--- src/rtl/mem_pkg.sv ---
package mem_pkg;

    // Queue sizing
    localparam int LSQ_NUM_ENTRIES = 8;
    localparam int LSQ_PTR_W       = 3;
    localparam int LSQ_CNT_W       = LSQ_PTR_W + 1;   // Holds 0 to LSQ_NUM_ENTRIES

    // Bus sizing
    localparam int XLEN            = 32;
    localparam int TAG_W           = 4;
    localparam int MAX_INFLIGHT    = LSQ_NUM_ENTRIES;

    // Access size as decoded by the AGU
    localparam logic [1:0] SIZE_B  = 2'd0;
    localparam logic [1:0] SIZE_H  = 2'd1;
    localparam logic [1:0] SIZE_W  = 2'd2;

    typedef enum logic [2:0] {
        LB,     // Signed byte load
        LH,     // Signed half load
        LW,     // Word load
        LBU,    // Unsigned byte load
        LHU,    // Unsigned half load
        SB,     // Byte store
        SH,     // Half store
        SW      // Word store
    } mem_op_t;

    // One decoded instruction waiting in the queue
    typedef struct packed {
        mem_op_t               op;
        logic [XLEN-1:0]       base;
        logic [XLEN-1:0]       imm;
        logic [XLEN-1:0]       store_data;
        logic [TAG_W-1:0]      tag;
    } lsq_entry_t;

    typedef struct packed {
        logic [XLEN-1:0]       addr;        // Always word aligned
        logic                  we;
        logic [3:0]            be;
        logic [XLEN-1:0]       wdata;
    } mem_req_t;

    typedef struct packed {
        logic [XLEN-1:0]       rdata;
        logic                  retry;       // Memory asks for a replay
    } mem_rsp_t;

    typedef struct packed {
        logic [TAG_W-1:0]      tag;
        logic                  is_load;
        logic [XLEN-1:0]       data;
        logic                  misaligned;
    } mem_result_t;

    typedef struct packed {
        logic [XLEN-1:0]       addr;        // Full byte address
        logic                  misaligned;
        logic                  is_load;
        logic                  signed_load;
        logic [1:0]            size;
    } agu_out_t;

    // What the control remembers about an issued request until its response
    typedef struct packed {
        logic [TAG_W-1:0]      tag;
        logic                  is_load;
        logic                  signed_load;
        logic [1:0]            size;
        logic [1:0]            offset;
    } mem_rec_t;

endpackage

--- src/rtl/lsq.sv ---
`timescale 1ns/1ps

module lsq (
    input  logic                clk_i,
    input  logic                rstn_i,
    input  mem_pkg::lsq_entry_t instr_i,          // Entry to write at tail
    input  logic                write_i,          // Write instr_i this cycle
    input  logic                flush_i,          // Drop every entry
    input  logic                read_next_i,      // Entry at next was issued
    input  logic                reset_next_i,     // Rewind next to head for replay
    input  logic                advance_head_i,   // Oldest entry completed
    output mem_pkg::lsq_entry_t next_entry_o,     // Entry waiting at next
    output logic                full_o,
    output logic                empty_o           // Nothing left to issue
);
    import mem_pkg::*;

    logic [LSQ_PTR_W-1:0] tail;    // Next free slot
    logic [LSQ_PTR_W-1:0] next;    // Next entry to issue
    logic [LSQ_PTR_W-1:0] head;    // Oldest entry not yet completed

    logic [LSQ_CNT_W-1:0] num;           // Entries held
    logic [LSQ_CNT_W-1:0] num_to_issue;  // Entries between next and tail
    logic [LSQ_CNT_W-1:0] num_in_flight; // Entries between head and next

    logic write_en;
    logic read_en;
    logic advance_en;

    lsq_entry_t entries [LSQ_NUM_ENTRIES];

    assign write_en   = write_i & (num < LSQ_CNT_W'(LSQ_NUM_ENTRIES));
    assign read_en    = read_next_i & (num_to_issue != '0) & ~reset_next_i;
    // A misaligned entry is read and retired in the same cycle
    assign advance_en = advance_head_i & ((num_in_flight != '0) | read_en);

    always_ff @(posedge clk_i) begin
        if (write_en) begin
            entries[tail] <= instr_i;
        end
    end

    always_ff @(posedge clk_i or negedge rstn_i) begin
        if (!rstn_i) begin
            tail          <= '0;
            next          <= '0;
            head          <= '0;
            num           <= '0;
            num_to_issue  <= '0;
            num_in_flight <= '0;
        end else if (flush_i) begin
            tail          <= '0;
            next          <= '0;
            head          <= '0;
            num           <= '0;
            num_to_issue  <= '0;
            num_in_flight <= '0;
        end else if (reset_next_i) begin
            // Replay from the oldest unfinished entry
            next          <= head;
            tail          <= tail + LSQ_PTR_W'(write_en);
            num           <= num + LSQ_CNT_W'(write_en) - LSQ_CNT_W'(advance_en);
            num_to_issue  <= num_to_issue + LSQ_CNT_W'(write_en) + num_in_flight;
            num_in_flight <= '0;
        end else begin
            tail          <= tail + LSQ_PTR_W'(write_en);
            next          <= next + LSQ_PTR_W'(read_en);
            head          <= head + LSQ_PTR_W'(advance_en);
            num           <= num + LSQ_CNT_W'(write_en) - LSQ_CNT_W'(advance_en);
            num_to_issue  <= num_to_issue + LSQ_CNT_W'(write_en) - LSQ_CNT_W'(read_en);
            num_in_flight <= num_in_flight + LSQ_CNT_W'(read_en) - LSQ_CNT_W'(advance_en);
        end
    end

    // Shown ungated so the control can look before it reads
    assign next_entry_o = entries[next];

    assign empty_o = (num_to_issue == '0);
    // Also full during flush and reset so nothing is written then
    assign full_o  = (num == LSQ_CNT_W'(LSQ_NUM_ENTRIES)) | flush_i | ~rstn_i;

endmodule

--- src/rtl/agu.sv ---
`timescale 1ns/1ps

module agu (
    input  mem_pkg::lsq_entry_t entry_i,
    output mem_pkg::agu_out_t   agu_o
);
    import mem_pkg::*;

    logic [XLEN-1:0] addr;

    assign addr = entry_i.base + entry_i.imm;    // Effective byte address

    always_comb begin
        agu_o.addr        = addr;
        agu_o.is_load     = 1'b1;
        agu_o.signed_load = 1'b0;
        agu_o.size        = SIZE_W;
        case (entry_i.op)
            LB: begin
                agu_o.size        = SIZE_B;
                agu_o.signed_load = 1'b1;
            end
            LH: begin
                agu_o.size        = SIZE_H;
                agu_o.signed_load = 1'b1;
            end
            LBU: agu_o.size = SIZE_B;
            LHU: agu_o.size = SIZE_H;
            SB: begin
                agu_o.size    = SIZE_B;
                agu_o.is_load = 1'b0;
            end
            SH: begin
                agu_o.size    = SIZE_H;
                agu_o.is_load = 1'b0;
            end
            SW: agu_o.is_load = 1'b0;
            default: ;                           // LW keeps the word defaults
        endcase
        // Halves need an even address, words a multiple of four
        agu_o.misaligned = ((agu_o.size == SIZE_H) & addr[0]) |
                           ((agu_o.size == SIZE_W) & (addr[1:0] != 2'b00));
    end

endmodule

--- src/rtl/store_fmt.sv ---
`timescale 1ns/1ps

module store_fmt (
    input  mem_pkg::lsq_entry_t entry_i,
    input  mem_pkg::agu_out_t   agu_i,
    output mem_pkg::mem_req_t   req_o
);
    import mem_pkg::*;

    logic [3:0]      be_base;     // Mask for an access at lane 0
    logic [XLEN-1:0] wdata_rep;

    always_comb begin
        case (agu_i.size)
            SIZE_B: begin
                be_base   = 4'b0001;
                wdata_rep = {4{entry_i.store_data[7:0]}};
            end
            SIZE_H: begin
                be_base   = 4'b0011;
                wdata_rep = {2{entry_i.store_data[15:0]}};
            end
            default: begin
                be_base   = 4'b1111;
                wdata_rep = entry_i.store_data;
            end
        endcase
    end

    assign req_o.addr  = {agu_i.addr[XLEN-1:2], 2'b00};
    assign req_o.we    = ~agu_i.is_load;
    // Loads fetch the whole word, load_align picks the bytes later
    assign req_o.be    = agu_i.is_load ? 4'b1111 : (be_base << agu_i.addr[1:0]);
    assign req_o.wdata = wdata_rep;                // Byte lanes filled by replication

endmodule

--- src/rtl/load_align.sv ---
`timescale 1ns/1ps

module load_align (
    input  logic [mem_pkg::XLEN-1:0] rdata_i,   // Raw response word
    input  logic [1:0]               offset_i,  // Byte address bits 1:0
    input  logic [1:0]               size_i,
    input  logic                     signed_i,
    output logic [mem_pkg::XLEN-1:0] data_o
);
    import mem_pkg::*;

    logic [XLEN-1:0] shifted;
    logic            sign_bit;

    // Bring the addressed byte down to lane 0
    assign shifted = rdata_i >> {offset_i, 3'b000};

    always_comb begin
        case (size_i)
            SIZE_B:  sign_bit = signed_i & shifted[7];
            SIZE_H:  sign_bit = signed_i & shifted[15];
            default: sign_bit = 1'b0;
        endcase
    end

    always_comb begin
        case (size_i)
            SIZE_B: begin
                data_o = {{(XLEN-8){sign_bit}}, shifted[7:0]};
            end
            SIZE_H: begin
                data_o = {{(XLEN-16){sign_bit}}, shifted[15:0]};
            end
            default: begin
                data_o = shifted;        // Word is aligned, offset is zero
            end
        endcase
    end

endmodule

--- src/rtl/mem_ctrl.sv ---
`timescale 1ns/1ps

module mem_ctrl (
    input  logic                       clk_i,
    input  logic                       rstn_i,
    input  logic                       flush_i,
    input  logic                       empty_i,          // Nothing waiting at next
    input  mem_pkg::lsq_entry_t        entry_i,          // Entry at next
    input  mem_pkg::agu_out_t          agu_i,            // Its decoded access
    output logic                       read_next_o,
    output logic                       reset_next_o,
    output logic                       advance_head_o,
    output logic                       mem_req_valid_o,
    input  logic                       mem_req_ready_i,
    input  logic                       mem_rsp_valid_i,
    input  logic                       mem_rsp_retry_i,
    output logic                       mem_rsp_ready_o,
    output logic                       res_valid_o,
    input  logic                       res_ready_i,
    output logic [1:0]                 rec_offset_o,
    output logic [1:0]                 rec_size_o,
    output logic                       rec_signed_o,
    output logic [mem_pkg::TAG_W-1:0]  rec_tag_o,
    output logic                       rec_is_load_o,
    output logic                       res_misaligned_o
);
    import mem_pkg::*;

    typedef enum logic [1:0] {
        ST_ISSUE,          // Normal operation
        ST_DRAIN_RETRY,    // Eat responses, then replay from head
        ST_DRAIN_FLUSH     // Eat responses of flushed requests
    } ctrl_state_t;

    ctrl_state_t          state_q, state_d;
    logic [LSQ_CNT_W-1:0] inflight_q;    // Doubles as the drop count while flushing
    logic                 hold_q;        // Request shown but not yet taken
    logic [LSQ_PTR_W-1:0] rec_wptr_q, rec_rptr_q;
    mem_rec_t             rec_q [LSQ_NUM_ENTRIES];
    mem_rec_t             rec_head;
    logic                 busy, can_issue, mis_ok, rsp_result, req_fire, rsp_fire;

    assign busy      = (inflight_q != '0);
    assign can_issue = ~empty_i & ~agu_i.misaligned & (inflight_q < LSQ_CNT_W'(MAX_INFLIGHT));
    // Misaligned entries retire only once everything older has answered
    assign mis_ok    = (state_q == ST_ISSUE) & ~empty_i & agu_i.misaligned & ~busy & ~flush_i;

    // A shown request stays up through a retry drain until memory takes it
    assign mem_req_valid_o = ~flush_i & (((state_q == ST_ISSUE) & can_issue) |
                                         ((state_q == ST_DRAIN_RETRY) & hold_q));
    assign req_fire        = mem_req_valid_o & mem_req_ready_i;

    assign rsp_result      = (state_q == ST_ISSUE) & busy & mem_rsp_valid_i &
                             ~mem_rsp_retry_i & ~flush_i;
    assign mem_rsp_ready_o = busy & (flush_i | (state_q != ST_ISSUE) |
                                     mem_rsp_retry_i | res_ready_i);
    assign rsp_fire        = mem_rsp_valid_i & mem_rsp_ready_o;

    assign res_valid_o     = rsp_result | mis_ok;
    assign read_next_o     = req_fire | (mis_ok & res_ready_i);
    assign advance_head_o  = res_ready_i & (rsp_result | mis_ok);
    assign reset_next_o    = (state_q == ST_DRAIN_RETRY) & ~busy & ~hold_q & ~flush_i;

    always_comb begin
        state_d = state_q;
        if (flush_i) begin
            state_d = ST_DRAIN_FLUSH;
        end else begin
            case (state_q)
                ST_ISSUE:       if (rsp_fire & mem_rsp_retry_i) state_d = ST_DRAIN_RETRY;
                ST_DRAIN_RETRY: if (reset_next_o) state_d = ST_ISSUE;
                default:        if (!busy) state_d = ST_ISSUE;    // Drop count reached zero
            endcase
        end
    end

    // Record of each issued request, popped as its response returns
    always_ff @(posedge clk_i) begin
        if (req_fire) begin
            rec_q[rec_wptr_q] <= '{tag:         entry_i.tag,
                                   is_load:     agu_i.is_load,
                                   signed_load: agu_i.signed_load,
                                   size:        agu_i.size,
                                   offset:      agu_i.addr[1:0]};
        end
    end

    always_ff @(posedge clk_i or negedge rstn_i) begin
        if (!rstn_i) begin
            state_q    <= ST_ISSUE;
            inflight_q <= '0;
            hold_q     <= 1'b0;
            rec_wptr_q <= '0;
            rec_rptr_q <= '0;
        end else begin
            state_q    <= state_d;
            inflight_q <= inflight_q + LSQ_CNT_W'(req_fire) - LSQ_CNT_W'(rsp_fire);
            hold_q     <= mem_req_valid_o & ~mem_req_ready_i;
            rec_wptr_q <= rec_wptr_q + LSQ_PTR_W'(req_fire);
            rec_rptr_q <= rec_rptr_q + LSQ_PTR_W'(rsp_fire);
        end
    end

    assign rec_head         = rec_q[rec_rptr_q];
    assign rec_offset_o     = rec_head.offset;
    assign rec_size_o       = rec_head.size;
    assign rec_signed_o     = rec_head.signed_load;
    // A misaligned result takes its identity from the queue entry itself
    assign rec_tag_o        = mis_ok ? entry_i.tag : rec_head.tag;
    assign rec_is_load_o    = mis_ok ? agu_i.is_load : rec_head.is_load;
    assign res_misaligned_o = mis_ok;

endmodule

--- src/rtl/mem_stage.sv ---
`timescale 1ns/1ps

module mem_stage (
    input  logic                 clk_i,
    input  logic                 rstn_i,
    input  logic                 flush_i,
    // Instructions from the core
    input  logic                 instr_valid_i,
    output logic                 instr_ready_o,
    input  mem_pkg::lsq_entry_t  instr_i,
    // Memory request port
    output logic                 mem_req_valid_o,
    input  logic                 mem_req_ready_i,
    output mem_pkg::mem_req_t    mem_req_o,
    // Memory response port, in request order
    input  logic                 mem_rsp_valid_i,
    output logic                 mem_rsp_ready_o,
    input  mem_pkg::mem_rsp_t    mem_rsp_i,
    // Results back to the core
    output logic                 res_valid_o,
    input  logic                 res_ready_i,
    output mem_pkg::mem_result_t res_o
);
    import mem_pkg::*;

    lsq_entry_t       next_entry;
    agu_out_t         next_agu;
    logic             lsq_full, lsq_empty;
    logic             read_next, reset_next, advance_head;
    logic [1:0]       rec_offset, rec_size;
    logic             rec_signed, rec_is_load, res_misaligned;
    logic [TAG_W-1:0] rec_tag;
    logic [XLEN-1:0]  load_data;

    assign instr_ready_o = ~lsq_full;

    lsq u_lsq (
        .clk_i          (clk_i),
        .rstn_i         (rstn_i),
        .instr_i        (instr_i),
        .write_i        (instr_valid_i & instr_ready_o),
        .flush_i        (flush_i),
        .read_next_i    (read_next),
        .reset_next_i   (reset_next),
        .advance_head_i (advance_head),
        .next_entry_o   (next_entry),
        .full_o         (lsq_full),
        .empty_o        (lsq_empty)
    );

    agu u_agu (
        .entry_i (next_entry),
        .agu_o   (next_agu)
    );

    store_fmt u_store_fmt (
        .entry_i (next_entry),
        .agu_i   (next_agu),
        .req_o   (mem_req_o)
    );

    mem_ctrl u_mem_ctrl (
        .clk_i            (clk_i),
        .rstn_i           (rstn_i),
        .flush_i          (flush_i),
        .empty_i          (lsq_empty),
        .entry_i          (next_entry),
        .agu_i            (next_agu),
        .read_next_o      (read_next),
        .reset_next_o     (reset_next),
        .advance_head_o   (advance_head),
        .mem_req_valid_o  (mem_req_valid_o),
        .mem_req_ready_i  (mem_req_ready_i),
        .mem_rsp_valid_i  (mem_rsp_valid_i),
        .mem_rsp_retry_i  (mem_rsp_i.retry),
        .mem_rsp_ready_o  (mem_rsp_ready_o),
        .res_valid_o      (res_valid_o),
        .res_ready_i      (res_ready_i),
        .rec_offset_o     (rec_offset),
        .rec_size_o       (rec_size),
        .rec_signed_o     (rec_signed),
        .rec_tag_o        (rec_tag),
        .rec_is_load_o    (rec_is_load),
        .res_misaligned_o (res_misaligned)
    );

    load_align u_load_align (
        .rdata_i  (mem_rsp_i.rdata),
        .offset_i (rec_offset),
        .size_i   (rec_size),
        .signed_i (rec_signed),
        .data_o   (load_data)
    );

    // Misaligned results carry no data, stores return the aligned word unused
    assign res_o = '{tag:        rec_tag,
                     is_load:    rec_is_load,
                     data:       res_misaligned ? '0 : load_data,
                     misaligned: res_misaligned};

endmodule

--- config.mk ---
export PLATFORM = sky130hd
export DESIGN_NAME = mem_stage
export DESIGN_NICKNAME = d
export VERILOG_FILES = /design/src/rtl/mem_pkg.sv /design/src/rtl/lsq.sv /design/src/rtl/agu.sv /design/src/rtl/store_fmt.sv /design/src/rtl/load_align.sv /design/src/rtl/mem_ctrl.sv /design/src/rtl/mem_stage.sv
export SDC_FILE = /design/constraint.sdc
export NUM_CORES = 1
export LEC_CHECK = 0
export ABC_CLOCK_PERIOD_IN_PS = 19870
export BUFFER_PORTS_ARGS = -buffer_cell sky130_fd_sc_hd__buf_4
export CORE_MARGIN = 3
export CORE_UTILIZATION = 39
export CTS_BUF_LIST = sky130_fd_sc_hd__clkbuf_8 sky130_fd_sc_hd__clkbuf_16
export CTS_CLUSTER_DIAMETER = 50
export DETAILED_ROUTE_END_ITERATION = 10
export PLACE_DENSITY = 0.56
export SYNTH_ARGS = -nofsm -noshare
export SYNTH_HDL_FRONTEND = slang
export SYNTH_HIERARCHICAL = 1
export SYNTH_SLANG_ARGS = --single-unit
--- constraint.sdc ---
create_clock -name clk_i -period 19.87 [get_ports clk_i]
set_clock_uncertainty 0.15 [all_clocks]
set_input_delay 3.974 -clock clk_i [delete_from_list [all_inputs] [get_ports clk_i]]
set_output_delay 3.974 -clock clk_i [all_outputs]
set_load 0.02 [all_outputs]
==> After elaboration in Yosys (flattened, before gate mapping) <==
Memories as Yosys holds them, arrays and structs flattened.
Index checks and enable logic that the tools add are counted.
{ "op_classes": {"n_reduce_logical": 15, "shift": 2, "magnitude_cmp": 2, "eq_ne": 15, "n_mux": 30, "bitwise_logic": 52, "add_sub_neg": 15} }
{ "op_table": {"columns": ["op", "count"], "rows": [
  ["32-bit one-hot mux with 2 select lines", 2],
  ["32-bit adder", 1],
  ["1-bit AND", 32],
  ["32-bit 2-to-1 mux", 1],
  ["32-bit by 5-bit >> shifter with 32-bit output", 1],
  ["4-bit 2-to-1 mux", 7],
  ["4-bit by 1-bit adder with 4-bit output", 4],
  ["4-bit by 1-bit subtractor with 4-bit output", 4],
  ["3-bit by 1-bit adder with 3-bit output", 5],
  ["3-bit 2-to-1 mux", 5],
  ["3-bit == test (second input constant)", 4],
  ["4-bit nonzero test", 3],
  ["1-bit inverter", 10],
  ["1-bit bitwise OR", 10],
  ["3-bit OR reduction", 3],
  ["4-bit less-than comparator (second input constant)", 2],
  ["1-bit 2-to-1 mux", 8],
  ["2-bit 2-to-1 mux", 4],
  ["2-bit one-hot mux with 2 select lines", 2],
  ["4-bit one-hot mux with 2 select lines", 1],
  ["2-bit by 1-bit == test with 1-bit output (second input constant)", 3],
  ["2-bit zero test", 3],
  ["3-bit != test (second input constant)", 2],
  ["4-bit adder", 1],
  ["12 further kinds", 13]
]} }
{ "word_totals": {"input_bits": 143, "register_bits": 34, "n_memories": 2, "ramBits": 904, "word_cells": 144} }
{ "mem_list": {"columns": ["name", "words", "width", "read_ports", "rd_ports_with_merged_regs", "write_ports", "line", "text"], "rows": [
  ["u_lsq.entries", 8, 103, 1, 0, 1, "lsq.sv:30", "lsq_entry_t entries [LSQ_NUM_ENTRIES];"],
  ["u_mem_ctrl.rec_q", 8, 10, 1, 0, 1, "mem_ctrl.sv:39", "mem_rec_t rec_q [LSQ_NUM_ENTRIES];"]
]} }

==> Longest topological paths before layout <==
An unclocked memory read counts as a cell.
{ "logic_depth": {"ltp_word": 22, "ltp_mapped": 24, "mapped_depth_nobuf": 21} }

==> Hierarchy <==
The synthesis kept the hierarchy.
{ "by_module_without_submodules": {"columns": ["mod", "area_each_um2", "n_inst", "cells_per_inst"], "rows": [
  ["lsq", 32611.3, 1, 1330],
  ["mem_ctrl", 3893.7, 1, 204],
  ["agu", 1994.4, 1, 274],
  ["load_align", 808.3, 1, 106],
  ["store_fmt", 720.7, 1, 96],
  ["mem_stage", 247.7, 1, 39]
]} }

==> Least setup slack after synthesis <==
OpenSTA, ideal clock, no wires.
{ "synth_path": {"path_type": "input-to-reg", "startpoint": "in flush_i", "endpoint": "mem u_lsq/entries[0][0] (netlist name) (enable)", "path_slack_ps": 7218, "t_arrival_ps": 11811, "cell_stages": 6, "t_required_ps": 19029, "cell_sequence": "clkbuf_1 > nand3b_1 > nor2b_1 > nor2b_1 > nand2b_1 > nor3_1"} }
{ "synth_between": {"elab_chain_cells": 7} }
{ "synth_rtl": {"columns": ["element", "line", "text"], "rows": [
  ["start: declaration", "mem_stage.sv:6", "input logic flush_i,"],
  ["1-bit bitwise OR (2 in series)", "lsq.sv:80", "assign full_o = (num == LSQ_CNT_W'(LSQ_NUM_ENTRIES)) | flush_i | ~rstn_i;"],
  ["net lsq_full", "mem_stage.sv:28", "logic lsq_full, lsq_empty;"],
  ["1-bit inverter", "mem_stage.sv:35", "assign instr_ready_o = ~lsq_full;"],
  ["1-bit AND", "mem_stage.sv:41", ".write_i (instr_valid_i & instr_ready_o),"],
  ["1-bit AND", "lsq.sv:32", "assign write_en = write_i & (num < LSQ_CNT_W'(LSQ_NUM_ENTRIES));"],
  ["1-bit 2-to-1 mux", "lsq.sv:38", "if (write_en) begin"],
  ["1-bit 2-to-1 mux (not written as such)", "lsq.sv:39", "entries[tail] <= instr_i;"],
  ["end: declaration", "lsq.sv:30", null]
]} }
The timed path passes the listed nets, and every way through them passes these cells.

==> flow_summary_export.csv <==
group,metric,value,unit
layout,nFillCells,8691,
timing,fin_ws,9.50,ns
clock_tree,insertion_delay,0.66,ns
critical_path,cp.buffers_inverters,4,
timing,slew_headroom,14.0,%
global_route,grtUsageTotal,17.6,%
layout,multi_input_area,11200,um2
synth,synthFlopType,"edfxtp_1",
synth,synth_warnings,6,
drt,ant_nets,0,
timing,setup_tns,0,ns
global_route,grt_pass1_vias,21200,
layout,final_area,46700,um2
layout,drive_above_1_share,34.9,%
clock_tree,ctsLongestPathBuffers,3,
placed_design,dp_slack,9.78,ns
layout,syn2layout_area_growth,16.0,%
floorplanning,initial_core_util,39.4,%
clock_tree,ctsHoldBuffers,0,
drt,via_count,20000,
synth,synth.avg_cell_area,19.7,um2
synth,synthCells,2049,
layout,final_cell_mix,"edfxtp_1 (904), buf_4 (273), mux4_2 (216)",
placed_design,routabilityCongestion,0.823,
floorplanning,fp-row-count,117,
drt,dr.pass1.iters,5,
layout,final_nets,2505,
timing,final-setup-viol-count,0,
timing,worst_pin_slew,1.28,ns
floorplanning,die_area,107000,um2
clock_tree,numCtsBuffers,103,
critical_path,cp_cell_sequence,"buf_4 > mux4_2 > mux2_2 > ha_1 > fa_1 > buf_4 > a21oi_1 > nor2_1 > nor2b_1 > nand3_1 > inv_1 > nor2b_1 > buf_4",
critical_path,path_common_cell,"buf_4",
synth,synthDistinctLibCells,85,
critical_path,cp_slowest_stage_delay,0.85,ns
flow_run,maxCapViolations,0,
critical_path,worstPathMaxFanout,60,
clock_tree,h-tree-depth,3,
timing,fin_crit_sh,52.2,%
critical_path,path_depth,13,
critical_path,path_delay_family,"buffers and inverters",
global_route,grt_max_degree,105,
floorplanning,core,102000,um2
drt,routed_via_density,5.32,
placed_design,dpl.cell_count,3559,
global_route,antenna_found_initial,14,
placed_design,hpwlAfterDp,55000,um
clock_tree,cts_setup_buffers,0,
power_and_ir_drop,powerDensity,106,nW/um2
drt,drt_wl_total,94200,um
power_and_ir_drop,p_leak,15.6,nW
timing,finalCriticalPeriod,10.37,ns
critical_path,worst_setup_path_start_kind,"flip-flop",
timing,grt_setup_unrepaired,"no",
global_route,grt_pass1_wl,141000,um
min_path,min_path_type,"reg2reg",
synth,synth_seq_area_share,69.5,%
clock_tree,clkSinkCount,938,
critical_path,path_class,"reg2out",
min_path,hold_depth,1,
drt,drc,0,
synth,async_reset_ff_share,3.62,%
layout,final-seq-area,28000,um2
critical_path,cp.required,15.75,ns
floorplanning,num_io_pins,254,
synth,syn-cell-area,40300,um2
global_route,grt_overflow,0,
critical_path,cp_slowest_cell,"dfrtp_4",
critical_path,ff2ff_path_depth,20,
floorplanning,die_w,327,um
critical_path,arrival,6.25,ns
critical_path,crit_path_end_kind,"output port",
placed_design,placed_cell_area,43200,um2
layout,final_common_cell,"edfxtp_1",
synth,ys_ff_latch,938,
clock_tree,cts_tree,"yes",
power_and_ir_drop,ir_worst_vdd,100,uV
floorplanning,die-height,327,um
drt,wl_per_cell,25.1,um
timing,max_freq,0.0964,GHz
synth,synth_edf_count,904,
layout,instances_no_fill,3756,
timing,hold_viol,0,
clock_tree,cts-root-buf,"clkbuf_16",
clock_tree,clkTransAtPathRegs,0.06,ns
drt,drtIter0Drc,1449,
placed_design,portBuffers,251,
power_and_ir_drop,p_total,4.96,mW
clock_tree,cts_resized,0,
timing,slew_viol_final,0,
status,status,"completed",
==> where the power goes <==
group / switching, mW / internal [mW]
logic: 0.459 / 0.358
clock network: 0.766 / 1.17
registers: 0.0187 / 2.19
total: 1.24 / 3.72
==> per-layer routing <==
layer	share of wire [%]	track usage (%)
met2	48	28.3
met5	0.093	0
met3	6.0	4.42
met4	1.8	4.33
met1	44	24.0
==> path summary, 6_finish.rpt <==
| path | startpoint | endpoint | slack [ns] |
|---|---|---|---|
| setup / recovery | u_lsq/next[1]$_DFF_PN0_ | res_o[15] | 9.50 |
| hold / removal | u_mem_ctrl/rec_wptr_q[2]$_DFF_PN0_ | u_mem_ctrl/rec_wptr_q[2]$_DFF_PN0_ | 0.35 |
| setup reg to reg | u_lsq/next[1]$_DFF_PN0_ | u_lsq/num[1]$_DFF_PN0_ | 13.15 |
| hold reg to reg | u_mem_ctrl/rec_wptr_q[2]$_DFF_PN0_ | u_mem_ctrl/rec_wptr_q[2]$_DFF_PN0_ | 0.35 |
| max in group asynchronous | rstn_i | u_lsq/next[1]$_DFF_PN0_ | 16.08 |
| min in group asynchronous | rstn_i | u_lsq/num[3]$_DFF_PN0_ | 3.12 |
==> flip-flops by register name, indices dropped and copies added (netlist names) <==
name                   cells
u_mem_ctrl/inflight_q      4
u_lsq/num                  4
u_lsq/tail                 3
u_lsq/num_in_flight        4
u_lsq/head                 3
u_mem_ctrl/rec_wptr_q      3
u_lsq/num_to_issue         4
u_lsq/next                 3
u_lsq/entries            824
u_mem_ctrl/hold_q          1
u_mem_ctrl/rec_rptr_q      3
u_mem_ctrl/state_q         2
u_mem_ctrl/rec_q          80
==> metrics by stage <==
| stage | hold slack (ns) | utilization, % |
|---|---|---|
| after floorplan | 0.313 | - |
| after global placement | 0.330 | 42.3 |
| after detailed placement | 0.345 | 42.3 |
| after CTS | 0.353 | 45.7 |
| after global routing | 0.373 | 45.7 |
| final | 0.351 | 45.7 |
==> synthesized netlist by cell type, types with 4 or more instances <==
library cell	instances	share of area, %
a31oi_1	5	0.078
a211oi_1	13	0.24
and2_1	6	0.093
mux4_1	10	0.65
nand2_1	45	0.42
nand4_1	10	0.16
buf_4	50	0.93
fa_1	5	0.25
nand3_1	9	0.11
or2_2	9	0.14
nor3_1	23	0.29
nor2b_1	54	0.84
nand3b_1	5	0.093
o2bb2ai_1	8	0.17
xor2_1	19	0.41
mux2_4	64	2.4
buf_1	7	0.065
o21ai_1	12	0.15
edfxtp_1	904	67
inv_1	29	0.27
xnor2_1	24	0.52
a21boi_0	9	0.17
mux2i_1	25	0.62
o21bai_1	6	0.11
ha_1	61	1.9
nor2_1	45	0.42
mux2_2	72	2.0
o22ai_1	7	0.11
nor3b_1	4	0.075
dfrtp_1	34	2.1
a21oi_1	55	0.68
buf_12	11	0.55
o21a_1	4	0.075
a21o_1	19	0.35
buf_6	13	0.36
clkbuf_1	19	0.18
mux4_2	216	12
nand2b_1	14	0.22
buf_2	33	0.41
o21ai_0	24	0.30
==> cells by family (layout without fill, tap and decap cells) <==
family	count (synthesis)	in the layout	synth area share (%)
flops	938	938	69.5
mux	388	388	17.8
simple gates	247	247	3.35
compound gates	197	197	3.31
buf+inv	168	498	2.91
fa+ha+maj	66	66	2.14
xor+xnor	44	44	0.991
other cells	1	10	0.00931
==> worst reg2reg max path, stage by stage, from the launching register on <==
cell and delay [ns]:
dfrtp_4 0.85, buf_4 0.94, mux4_2 0.49, mux2_2 0.30
ha_1 0.23, fa_1 0.49, buf_4 0.21, a21oi_1 0.10
nor2_1 0.25, nor2b_1 0.26, nand4b_1 0.13, a21boi_0 0.23
nand2b_1 0.10, nor2_1 0.21, inv_1 0.15, a31oi_1 0.35
ha_1 0.30, inv_1 0.07, ha_1 0.20, fa_1 0.43
nor2b_1 0.14
==> cell type report <==
| cell class | instances | area share, % |
|---|---|---|
| Clock buffer | 108 | 5.71 |
| Antenna cell | 8 | 0.0428 |
| Clock inverter | 81 | 1.81 |
| Tap cell | 1368 | 3.66 |
| Inverter | 29 | 0.233 |
| Timing Repair Buffer | 280 | 4.69 |
| Multi-Input combinational cell | 944 | 23.9 |
| Sequential cell | 938 | 59.9 |
No activity file was read; power rests on OpenSTA's default activity.
